**src/common/alu_pkg.sv**
```systemverilog
// ALU package: opcode enum, EFLAGS layout and the shared flag helpers
package alu_pkg;

	// ----------------------------------------
	// Widths
	// ----------------------------------------

	// Operand, result and EFLAGS width
	localparam int DATA_W = 32;

	// ----------------------------------------
	// Opcodes
	// ----------------------------------------

	// Decode numbering, three bits
	typedef enum logic [2:0] {
		OP_ADD = 3'd0,
		OP_OR  = 3'd1,
		OP_NOT = 3'd2,
		OP_DAA = 3'd3,
		OP_AND = 3'd4,
		OP_CLD = 3'd5,
		OP_CMP = 3'd6,
		OP_STD = 3'd7
	} alu_op_e;

	// ----------------------------------------
	// EFLAGS bit positions
	// ----------------------------------------

	localparam int FLAG_CF = 0;
	localparam int FLAG_PF = 2;
	localparam int FLAG_AF = 4;
	localparam int FLAG_ZF = 6;
	localparam int FLAG_SF = 7;
	localparam int FLAG_DF = 10;
	localparam int FLAG_OF = 11;

	// Six status flags, DF stays outside
	localparam logic [DATA_W-1:0] STATUS_MASK =
		(DATA_W'(1) << FLAG_CF) |
		(DATA_W'(1) << FLAG_PF) |
		(DATA_W'(1) << FLAG_AF) |
		(DATA_W'(1) << FLAG_ZF) |
		(DATA_W'(1) << FLAG_SF) |
		(DATA_W'(1) << FLAG_OF);

	// ----------------------------------------
	// Helpers
	// ----------------------------------------

	// PF rule: set on an even count of ones in the low byte
	function automatic logic parity_even(input logic [7:0] byte_in);
		return ~(^byte_in);
	endfunction

	// Ops that update the destination register
	function automatic logic op_writes_result(input alu_op_e op);
		case (op)
			OP_ADD, OP_OR, OP_NOT, OP_DAA, OP_AND: return 1'b1;
			default: return 1'b0;
		endcase
	endfunction

endpackage

```
**src/common/alu_res_if.sv**
```systemverilog
// ALU result interface: one computed operation passed from ALU to writeback
`timescale 1ns/1ns

interface alu_res_if;

	// High for every cycle that carries an operation
	logic valid;
	// Opcode of the carried operation
	alu_pkg::alu_op_e op;
	// Computed value, meaningful only for writing ops
	logic [alu_pkg::DATA_W-1:0] result;
	// Status flags in their EFLAGS positions
	logic [alu_pkg::DATA_W-1:0] flags_new;

	// ALU side
	modport src (
		output valid,
		output op,
		output result,
		output flags_new
	);

	// Writeback side, no ready back
	modport dst (
		input valid,
		input op,
		input result,
		input flags_new
	);

endinterface

```
**src/alu/alu_daa.sv**
```systemverilog
// ALU DAA: two-digit BCD decimal adjust of one byte with per-digit carries
`timescale 1ns/1ns

module alu_daa (
	input  logic [7:0] digits_in,
	output logic [7:0] digits_out,
	output logic [1:0] carry_out
);

	// ----------------------------------------
	// Low digit
	// ----------------------------------------

	logic [3:0] lo_in;
	logic       lo_carry;
	logic [4:0] lo_adj;

	assign lo_in = digits_in[3:0];

	// Above 9 needs the +6 correction
	assign lo_carry = (lo_in > 4'd9);

	// Extra bit drops out when truncated to a digit
	assign lo_adj = lo_carry ? ({1'b0, lo_in} + 5'd6) : {1'b0, lo_in};

	// ----------------------------------------
	// High digit
	// ----------------------------------------

	logic [4:0] hi_sum;
	logic       hi_carry;
	logic [4:0] hi_adj;

	// Carry ripples from the low digit first
	assign hi_sum = {1'b0, digits_in[7:4]} + {4'd0, lo_carry};

	// Sum can reach 16, still above 9
	assign hi_carry = (hi_sum > 5'd9);

	assign hi_adj = hi_carry ? (hi_sum + 5'd6) : hi_sum;

	// ----------------------------------------
	// Outputs
	// ----------------------------------------

	// Four bits per digit
	assign digits_out = {hi_adj[3:0], lo_adj[3:0]};

	// Bit 0 low digit, bit 1 high digit
	assign carry_out = {hi_carry, lo_carry};

endmodule

```
**src/alu/alu32.sv**
```systemverilog
// ALU32: operand stage and combinational compute of result and status flags
`timescale 1ns/1ns

module alu32 (
	input  logic                       clk,
	input  logic                       reset,
	input  logic                       issue,
	input  logic [2:0]                 op,
	input  logic [alu_pkg::DATA_W-1:0] a,
	input  logic [alu_pkg::DATA_W-1:0] b,
	alu_res_if.src                     res
);

	// ----------------------------------------
	// Operand registers
	// ----------------------------------------

	logic                       valid_q;
	alu_pkg::alu_op_e           op_q;
	logic [alu_pkg::DATA_W-1:0] a_q;
	logic [alu_pkg::DATA_W-1:0] b_q;

	// Valid lasts exactly one cycle per issue
	always_ff @(posedge clk) begin
		if (reset) begin
			valid_q <= 1'b0;
		end else begin
			valid_q <= issue;
		end
	end

	// Payload only loads on issue
	always_ff @(posedge clk) begin
		if (issue) begin
			op_q <= alu_pkg::alu_op_e'(op);
			a_q  <= a;
			b_q  <= b;
		end
	end

	// ----------------------------------------
	// Datapath
	// ----------------------------------------

	// One extra bit holds carry or borrow
	logic [alu_pkg::DATA_W:0] sum;
	logic [alu_pkg::DATA_W:0] diff;
	logic [7:0]               daa_byte;
	logic [1:0]               daa_carry;

	assign sum  = {1'b0, a_q} + {1'b0, b_q};
	assign diff = {1'b0, a_q} - {1'b0, b_q};

	// Decimal adjust works on the low byte only
	alu_daa u_alu_daa (
		.digits_in  (a_q[7:0]),
		.digits_out (daa_byte),
		.carry_out  (daa_carry)
	);

	// ----------------------------------------
	// Result and flag select
	// ----------------------------------------

	logic [alu_pkg::DATA_W-1:0] res_c;
	logic [alu_pkg::DATA_W-1:0] flags_c;
	logic cf;
	logic af;
	logic of;
	logic flags_on;

	always_comb begin
		res_c    = '0;
		cf       = 1'b0;
		af       = 1'b0;
		of       = 1'b0;
		flags_on = 1'b1;
		case (op_q)
			alu_pkg::OP_ADD: begin
				res_c = sum[alu_pkg::DATA_W-1:0];
				cf    = sum[alu_pkg::DATA_W];
				// Carry into bit 4
				af    = a_q[4] ^ b_q[4] ^ sum[4];
				// Same operand signs with the result sign flipped
				of    = (a_q[31] == b_q[31]) && (sum[31] != a_q[31]);
			end
			alu_pkg::OP_CMP: begin
				res_c = diff[alu_pkg::DATA_W-1:0];
				// Borrow rather than the result sign
				cf    = diff[alu_pkg::DATA_W];
				af    = a_q[4] ^ b_q[4] ^ diff[4];
				// Operand signs differ and the result takes b's sign
				of    = (a_q[31] != b_q[31]) && (diff[31] != a_q[31]);
			end
			alu_pkg::OP_OR:  res_c = a_q | b_q;
			alu_pkg::OP_AND: res_c = a_q & b_q;
			alu_pkg::OP_DAA: begin
				// Upper 24 bits stay zero
				res_c = {{(alu_pkg::DATA_W-8){1'b0}}, daa_byte};
				cf    = |daa_carry;
				af    = |daa_carry;
			end
			// NOT writes a result and no flags
			alu_pkg::OP_NOT: begin
				res_c    = ~a_q;
				flags_on = 1'b0;
			end
			// DF ops carry no payload
			alu_pkg::OP_CLD, alu_pkg::OP_STD: flags_on = 1'b0;
		endcase
	end

	// Assemble into EFLAGS positions
	always_comb begin
		flags_c = '0;
		if (flags_on) begin
			flags_c[alu_pkg::FLAG_CF] = cf;
			flags_c[alu_pkg::FLAG_AF] = af;
			flags_c[alu_pkg::FLAG_OF] = of;
			// Top result bit, always clear for DAA
			flags_c[alu_pkg::FLAG_SF] = res_c[alu_pkg::DATA_W-1];
			flags_c[alu_pkg::FLAG_ZF] = (res_c == '0);
			flags_c[alu_pkg::FLAG_PF] = alu_pkg::parity_even(res_c[7:0]);
		end
	end

	// Drive the writeback side
	assign res.valid     = valid_q;
	assign res.op        = op_q;
	assign res.result    = res_c;
	assign res.flags_new = flags_c;

endmodule

```
**src/logic/alu_writeback.sv**
```systemverilog
// ALU writeback: result register and architectural EFLAGS update per opcode
`timescale 1ns/1ns

module alu_writeback (
	input  logic                       clk,
	input  logic                       reset,
	alu_res_if.dst                     res,
	output logic [alu_pkg::DATA_W-1:0] result,
	output logic                       result_we,
	output logic [alu_pkg::DATA_W-1:0] eflags
);

	// ----------------------------------------
	// Decode
	// ----------------------------------------

	logic                       we_next;
	logic [alu_pkg::DATA_W-1:0] status_merge;

	// Write only for valid, result-producing ops
	assign we_next = res.valid && alu_pkg::op_writes_result(res.op);

	// Swap status bits in, keep DF and the zero bits
	assign status_merge = (eflags & ~alu_pkg::STATUS_MASK) |
		(res.flags_new & alu_pkg::STATUS_MASK);

	// ----------------------------------------
	// Result register
	// ----------------------------------------

	always_ff @(posedge clk) begin
		if (reset) begin
			result_we <= 1'b0;
			result    <= '0;
		end else begin
			// Strobe for one cycle per write
			result_we <= we_next;
			if (we_next) begin
				result <= res.result;
			end
		end
	end

	// ----------------------------------------
	// EFLAGS
	// ----------------------------------------

	always_ff @(posedge clk) begin
		if (reset) begin
			eflags <= '0;
		end else if (res.valid) begin
			case (res.op)
				alu_pkg::OP_CLD: eflags[alu_pkg::FLAG_DF] <= 1'b0;
				alu_pkg::OP_STD: eflags[alu_pkg::FLAG_DF] <= 1'b1;
				// NOT holds every flag
				alu_pkg::OP_NOT: eflags <= eflags;
				default:         eflags <= status_merge;
			endcase
		end
	end

endmodule

```
**src/logic/alu_exec.sv**
```systemverilog
// ALU execute slice top: operand stage and writeback joined by the result interface
`timescale 1ns/1ns

module alu_exec (
	input  logic                       clk,
	input  logic                       reset,
	input  logic                       issue,
	input  logic [2:0]                 op,
	input  logic [alu_pkg::DATA_W-1:0] a,
	input  logic [alu_pkg::DATA_W-1:0] b,
	output logic [alu_pkg::DATA_W-1:0] result,
	output logic                       result_we,
	output logic [alu_pkg::DATA_W-1:0] eflags
);

	// ----------------------------------------
	// Stage link
	// ----------------------------------------

	// One operation per cycle, no back-pressure
	alu_res_if u_alu_res_if ();

	// ----------------------------------------
	// Operand stage
	// ----------------------------------------

	// Samples on issue, computes in the following cycle
	alu32 u_alu32 (
		.clk   (clk),
		.reset (reset),
		.issue (issue),
		.op    (op),
		.a     (a),
		.b     (b),
		.res   (u_alu_res_if.src)
	);

	// ----------------------------------------
	// Writeback stage
	// ----------------------------------------

	// Registers the payload one edge later
	alu_writeback u_alu_writeback (
		.clk       (clk),
		.reset     (reset),
		.res       (u_alu_res_if.dst),
		.result    (result),
		.result_we (result_we),
		.eflags    (eflags)
	);

endmodule

```
**config.mk**
```make
export PLATFORM = sky130hd
export DESIGN_NAME = alu_exec
export DESIGN_NICKNAME = d
export VERILOG_FILES = /design/src/common/alu_pkg.sv /design/src/common/alu_res_if.sv /design/src/alu/alu_daa.sv /design/src/alu/alu32.sv /design/src/logic/alu_writeback.sv /design/src/logic/alu_exec.sv
export SDC_FILE = /design/constraint.sdc
export NUM_CORES = 1
export LEC_CHECK = 0
export ABC_AREA = 1
export ABC_CLOCK_PERIOD_IN_PS = 4200
export BUFFER_PORTS_ARGS = -buffer_cell sky130_fd_sc_hd__buf_2
export CORE_ASPECT_RATIO = 0.9
export CORE_MARGIN = 2
export CORE_UTILIZATION = 55
export DETAILED_ROUTE_END_ITERATION = 16
export PLACE_DENSITY_LB_ADDON = 0.25
export SETUP_SLACK_MARGIN = 0.4
export SYNTH_ARGS = -nofsm -noshare
export SYNTH_HDL_FRONTEND = slang
export SYNTH_SLANG_ARGS = --single-unit
export TNS_END_PERCENT = 1
```
**constraint.sdc**
```tcl
create_clock -name clk -period 4.2 [get_ports clk]
set_input_delay 0.63 -clock clk [delete_from_list [all_inputs] [get_ports clk]]
set_output_delay 0.63 -clock clk [all_outputs]
set_load 0.02 [all_outputs]
```
; ---- Yosys cells after proc, flatten, opt, wreduce, memory -nomap -nowiden
; Cells that the tools add are included.
[op_classes]
add_sub_neg = 5
n_lt_le_gt_ge = 2
n_eq_ne = 11
mux = 13
bitwise_logic = 10
reduce_logical = 11
[ops]
columns = cell, n
row1 = one-hot mux 32 bit (6 select lines), 1
row2 = adder 32 x 32 -> 33 bit, 1
row3 = subtractor 32 x 32 -> 33 bit, 1
row4 = AND 32 bit, 1
row5 = zero test 32 bit, 1
row6 = NOT 32 bit, 1
row7 = OR 32 x 12 -> 32 bit, 1
row8 = OR 32 bit, 1
row9 = equality test 3 bit (second input constant), 4
row10 = one-hot mux 1 bit (3 select lines), 3
row11 = adder 4 x 3 -> 4 bit (second input constant), 2
row12 = two-way mux 4 bit, 2
row13 = XOR reduction 8 bit, 1
row14 = equality test 3 x 2 -> 1 bit (second input constant), 2
row15 = adder 4 x 1 -> 5 bit, 1
row16 = greater-than comparator 5 x 4 -> 1 bit (second input constant), 1
row17 = two-way mux 1 bit, 5
row18 = OR reduction 5 bit, 1
row19 = greater-than comparator 4 bit (second input constant), 1
row20 = AND reduction 2 bit, 2
row21 = equality test 3 x 1 -> 1 bit (second input constant), 1
row22 = logical AND 1 bit, 3
row23 = zero test 3 bit, 1
row24 = != test 1 bit, 3
row25 = 7 further kinds, 11
[totals]
ff_bits = 133
input_bits = 70
out_inout_bits = 65
elab_cells = 60

; ---- Depth between registers and ports, before layout
[depth]
ltp_word = 10
depth_mapped = 27
mapped_depth_nobuf = 27

; ---- Modules after synthesis
; A second synthesis with hierarchy kept.
[hier_totals]
hier_cells = 1761
area_unflattened_um2 = 11257.0
[modules_own_cells]
columns = module, instances, cells_per_inst, area_each_um2, seq_area_each_um2
row1 = alu32, 1, 1426, 9083.7, 2031.9
row2 = alu_writeback, 1, 283, 1876.8, 800.8
row3 = alu_daa, 1, 52, 296.5, 0.0

; ---- Least setup slack after synthesis
; Ideal clock, no wire load.
[synth_path]
path_kind = register -> register
from = reg u_alu32.a_q[1] (netlist name)
to = reg u_alu_writeback.eflags[6] (netlist name)
setup_ns = 0.066
t_arrival_ns = 2.930
t_required_ns = 4.134
slack_ns = 1.204
path_stages_with_launch = 28
path_buffers = 0
period_less_slack_ns = 2.996
path_cell_list = edfxtp_1 > inv_1 > a21oi_1 > ha_1 > nand2_1 > nor2_1 > inv_1 > nand2_1 > ha_1 > a22oi_1 > nand2_1 > nand2_1 > inv_1 > nor2_1 > nor2_1 > o22ai_1 > nor3_1 > ha_1 > nand3_1 > nor2_1 > nand2_1 > nor2_1 > nand2_1 > nor2_1 > nand2_1 > nor2_1 > nand2_1 > a21oi_2
[synth_via]
elab_chain_len = 8
elab_cells_between_ends = 16
cone_classes = add/sub: 5 / order compare: 2 / mux: 4 / bitwise: 4 / reduce/logical: 1
[synth_lines]
columns = element, line_no
row1 = "start, declared", alu32.sv:20  ; logic [alu_pkg::DATA_W-1:0] a_q;
row2 = "start signal, assigned", alu32.sv:36  ; a_q <= a;
row3 = greater-than comparator 4 bit, alu_daa.sv:21  ; assign lo_carry = (lo_in > 4'd9);
row4 = adder 4 x 1 -> 5 bit, alu_daa.sv:35  ; assign hi_sum = {1'b0, digits_in[7:4]} + {4'd0, lo_carry};
row5 = adder 4 x 3 -> 4 bit or greater-than comparator 5 x 4 -> 1 bit (tied branches), "alu_daa.sv:40, alu_daa.sv:38"
row6 = two-way mux 4 bit, alu_daa.sv:40  ; assign hi_adj = hi_carry ? (hi_sum + 5'd6) : hi_sum;
row7 = one-hot mux 32 bit (6 select lines) *, alu32.sv:78  ; case (op_q)
row8 = zero test 32 bit *, alu32.sv:122  ; flags_c[alu_pkg::FLAG_ZF] = (res_c == '0);
row9 = two-way mux 2 bit *, alu32.sv:116  ; if (flags_on) begin
row10 = OR 32 x 12 -> 32 bit *, alu_writeback.sv:24  ; assign status_merge = (eflags & ~alu_pkg::STATUS_MASK) |
row11 = "end signal, assigned", alu_writeback.sv:56  ; alu_pkg::OP_NOT: eflags <= eflags;
row12 = "end signal, assigned", alu_writeback.sv:57  ; default: eflags <= status_merge;
row13 = "end, declared", alu_writeback.sv:10  ; output logic [alu_pkg::DATA_W-1:0] eflags
; Mark *: on every way between the ends. The rest lies on a longest branch, timed or not.
; A chain may end at the register's enable or synchronous reset.

; ---- Worst setup path after layout
[layout_path]
from = reg u_alu32.b_q[0] (netlist name)
to = reg u_alu_writeback.eflags[6] (netlist name)
[layout_via]
elab_chain_len = 5
elab_cells_between_ends = 8
cone_classes = add/sub: 2 / mux: 2 / bitwise: 3 / reduce/logical: 1
[layout_lines]
columns = element, line_no
row1 = "start, declared", alu32.sv:21  ; logic [alu_pkg::DATA_W-1:0] b_q;
row2 = "start signal, assigned", alu32.sv:37  ; b_q <= b;
row3 = "subtractor 32 x 32 -> 33 bit, or another cell as far along", alu32.sv:52  ; assign diff = {1'b0, a_q} - {1'b0, b_q};
row4 = one-hot mux 32 bit (6 select lines) *, alu32.sv:78
row5 = zero test 32 bit *, alu32.sv:122
row6 = two-way mux 2 bit *, alu32.sv:116
row7 = OR 32 x 12 -> 32 bit *, alu_writeback.sv:24
; Marks and branches as above.

==> impl_metrics.env <==
export IMPL_clock_path_buffers=2
export IMPL_diodes=0
export IMPL_syn_to_final_growth_pct=8.95
export IMPL_yosysWarnings=0
export IMPL_num_vias=11100
export IMPL_finalPower_mw=3.92
export IMPL_drt_iter0_drc=1250
export IMPL_fill_cells=1865
export IMPL_cts_tree="built"
export IMPL_clk_latency_ns=0.38
export IMPL_required_ns=4.52
export IMPL_hold_class="input pin to flip-flop"
export IMPL_seq_area_frac_synth_pct=26.2
export IMPL_synth_area_top_cells="edfxtp_1 (19%), nand2_1 (17%), ha_1 (12%)"
export IMPL_via_per_inst=5.45
export IMPL_htree_levels=3
export IMPL_start_util_pct=56.3
export IMPL_worst_hold_slack_ns=0.419
export IMPL_rows=48
export IMPL_cts_root_buf="clkbuf_16"
export IMPL_fmax_mhz=289
export IMPL_grtUsageTotal_pct=34.8
export IMPL_nets=1965
export IMPL_end_kind="flip-flop"
export IMPL_grt_overflow=0
export IMPL_dieWidth_microns=152
export IMPL_antenna_found_initial=0
export IMPL_rsz0062_at_grt="no"
export IMPL_clkSinkCount=108
export IMPL_status="finished, final reports clean"
export IMPL_min_period_over_period_pct=82.4
export IMPL_critPathKind="flip-flop to flip-flop"
export IMPL_io_buffers=109
export IMPL_drive_gt1_share_pct=11.7
export IMPL_grt_max_degree=47
export IMPL_p_leak_nw=6.66
export IMPL_core_area_sq_mm=0.0192
export IMPL_fin_crit_ns=3.46
export IMPL_syn_avg_cell_area_sq_um=6.38
export IMPL_syn_inst=1696
export IMPL_synthDistinctLibCells=50
export IMPL_fin_setup_tns_ns=0
export IMPL_ios=135
export IMPL_tightest_slew_ns=0.891
export IMPL_finClkSkew_ns=0.0169
export IMPL_cp_arrival_ns=3.78
export IMPL_grt_pass1_wl_mm=55.2
export IMPL_path_max_fanout=3
export IMPL_power_density_mw_per_mm2=333
export IMPL_synth_seq_cells=108
export IMPL_yosys_area_top_type_share_pct=18.6
export IMPL_final_hold_violation_count=0
export IMPL_postCtsHoldBufs=0
export IMPL_grt_pass1_vias=9997
export IMPL_slew_violations=0
export IMPL_slew_headroom_pct=40.6
export IMPL_die_area_sq_mm=0.0208
export IMPL_max_vdd_ir_drop_mv=0.230
export IMPL_clkSlewWorstSetupHoldPaths_ns=0.09
export IMPL_routed_wl_mm=36.9
export IMPL_synth_top_area_cell="edfxtp_1"
export IMPL_wire_per_inst_microns=18.1
export IMPL_cts_inserted_buffers=9
export IMPL_max_cap_violations=0
export IMPL_gp_congestion=1.02
export IMPL_finalSetupViolCount=0
export IMPL_die_y_microns=137
export IMPL_post_dp_hpwl_mm=30.5
export IMPL_drc=0
export IMPL_antenna_left=0
export IMPL_syn_cell_area_sq_mm=0.0108
export IMPL_drt_pass1_iter_count=6
export IMPL_cp_start_kind="flip-flop"
==> state kept, by name (all words and copies together) (netlist names) <==
register,count
u_alu_writeback.result_we,1
u_alu32.res.valid,1
u_alu32.b_q,32
u_alu32.a_q,32
u_alu32.res.op,3
u_alu_writeback.eflags,7
u_alu_writeback.result,32
==> path summary, 6_finish.rpt <==
check | from | endpoint | slack (ns) | cells after the start
max | u_alu32.b_q[0] | u_alu_writeback.eflags[6] | 0.74 | 20
min | a[13] | u_alu32.a_q[13] | 0.42 | 1
max reg2reg | u_alu32.b_q[0] | u_alu_writeback.eflags[6] | 0.74 | 20
min reg2reg | u_alu_writeback.eflags[10] | u_alu_writeback.eflags[10] | 0.47 | 2
==> synth_stat cells, drive strengths merged <==
library cell    n
o22ai          29
dfxtp          41
buf            60
edfxtp         67
a311oi          1
and2            3
xor2            6
inv           351
a2111oi         1
clkinv          1
a221oi          6
nand2         499
ha            104
nor3           14
nand3b          1
clkbuf         11
a22oi           2
nor2          180
o221ai          2
o311ai          1
and3            2
o211ai         17
a31oi           1
conb            1
xnor2           2
nor4            1
o21bai          7
o21ai          42
nand3         136
a21o            2
nor3b           2
fa              2
a211oi          1
nand4          18
a21oi          82
==> cell families (layout without fill, tap and decap cells) <==
logic type / count (synthesis) / count (layout) / synth area share (%)
adder cells (fa/ha/maj): 106 / 106 / 12.4
flip-flops: 108 / 108 / 26.2
AND/OR/NAND/NOR: 856 / 856 / 33.5
other: 1 / 25 / 0.0346
AO/OA/AOI/OAI: 194 / 194 / 10.4
XOR/XNOR: 8 / 8 / 0.647
buffers and inverters: 423 / 497 / 16.8
==> layer usage <==
metal	share of wire (%)	vias up	GRT usage, %
li1	-	5439	-
met1	47	5119	49.9
met2	41	547	52.6
met3	10	38	8.68
met4	1.9	0	8.83
met5	0	-	0
==> power breakdown <==
group          internal, mW  switching (mW)  total [mW]
logic                 0.505            1.17        1.67
clock network         0.487           0.493       0.980
registers              1.21          0.0591        1.27
total                  2.20            1.72        3.92
==> critical path: stages, from the launching register on <==
cell	delay, ns
edfxtp_1	0.39
ha_1	0.25
inv_1	0.10
fa_1	0.49
inv_1	0.12
nand2_1	0.08
o21ai_1	0.26
xor2_1	0.17
nor2_1	0.07
a311oi_2	0.44
ha_1	0.22
nand3_1	0.07
nor2_1	0.10
nand2_1	0.08
nor2_1	0.11
nand2_1	0.05
nor2_1	0.08
nand2_1	0.05
nor2_1	0.09
nand2_1	0.07
a21oi_2	0.12
==> placed cells by master (no fill, tap or decap), types with 3 or more instances in the layout <==
master / Yosys / layout
a21oi_1: 80 / 79
a221oi_1: 6 / 6
and2_1: 3 / 3
buf_2: 14 / 109
buf_4: 37 / 20
clkbuf_16: 0 / 9
conb_1: 1 / 25
dfxtp_1: 41 / 41
edfxtp_1: 67 / 67
ha_1: 104 / 102
inv_1: 340 / 338
inv_2: 11 / 12
nand2_1: 483 / 482
nand2_2: 15 / 16
nand3_1: 129 / 129
nand3_2: 7 / 7
nand4_1: 18 / 18
nor2_1: 163 / 163
nor2_2: 15 / 15
nor3_1: 12 / 10
o211ai_1: 17 / 17
o21ai_0: 40 / 40
o21bai_1: 7 / 7
o22ai_1: 29 / 29
xor2_1: 6 / 6
==> per-stage QoR <==
stage	utilization [%]	area, sq um	instances	setup WS [ns]
final	61.4	11800	2044	0.738
after global routing	61.4	11800	2044	0.384
after CTS	60.9	11700	2038	0.432
after detailed placement	59.2	11400	2022	0.280
after global placement	59.2	11400	2022	0.420
after floorplan	-	10900	1720	1.20
==> final cells by class <==
class,instances,area (sq um),share of cell area [%]
Timing Repair Buffer,129,696,5.90
Multi-Input combinational cell,1189,6300,53.4
Clock inverter,7,103,0.870
Tap cell,250,313,2.65
Clock buffer,9,225,1.91
Inverter,352,1320,11.2
Sequential cell,108,2830,24.0
==> repair_timing <==
| item | CTS | global route |
|---|---|---|
| pin swaps | 0 | 2 |
| resized for setup | 1 | 11 |
| endpoints found under the setup margin | 1 | 2 |
| setup buffers | 0 | 6 |
| cloned | 0 | 0 |
| hold endpoints to repair | 0 | 0 |
(Power assumes the default switching activity.)
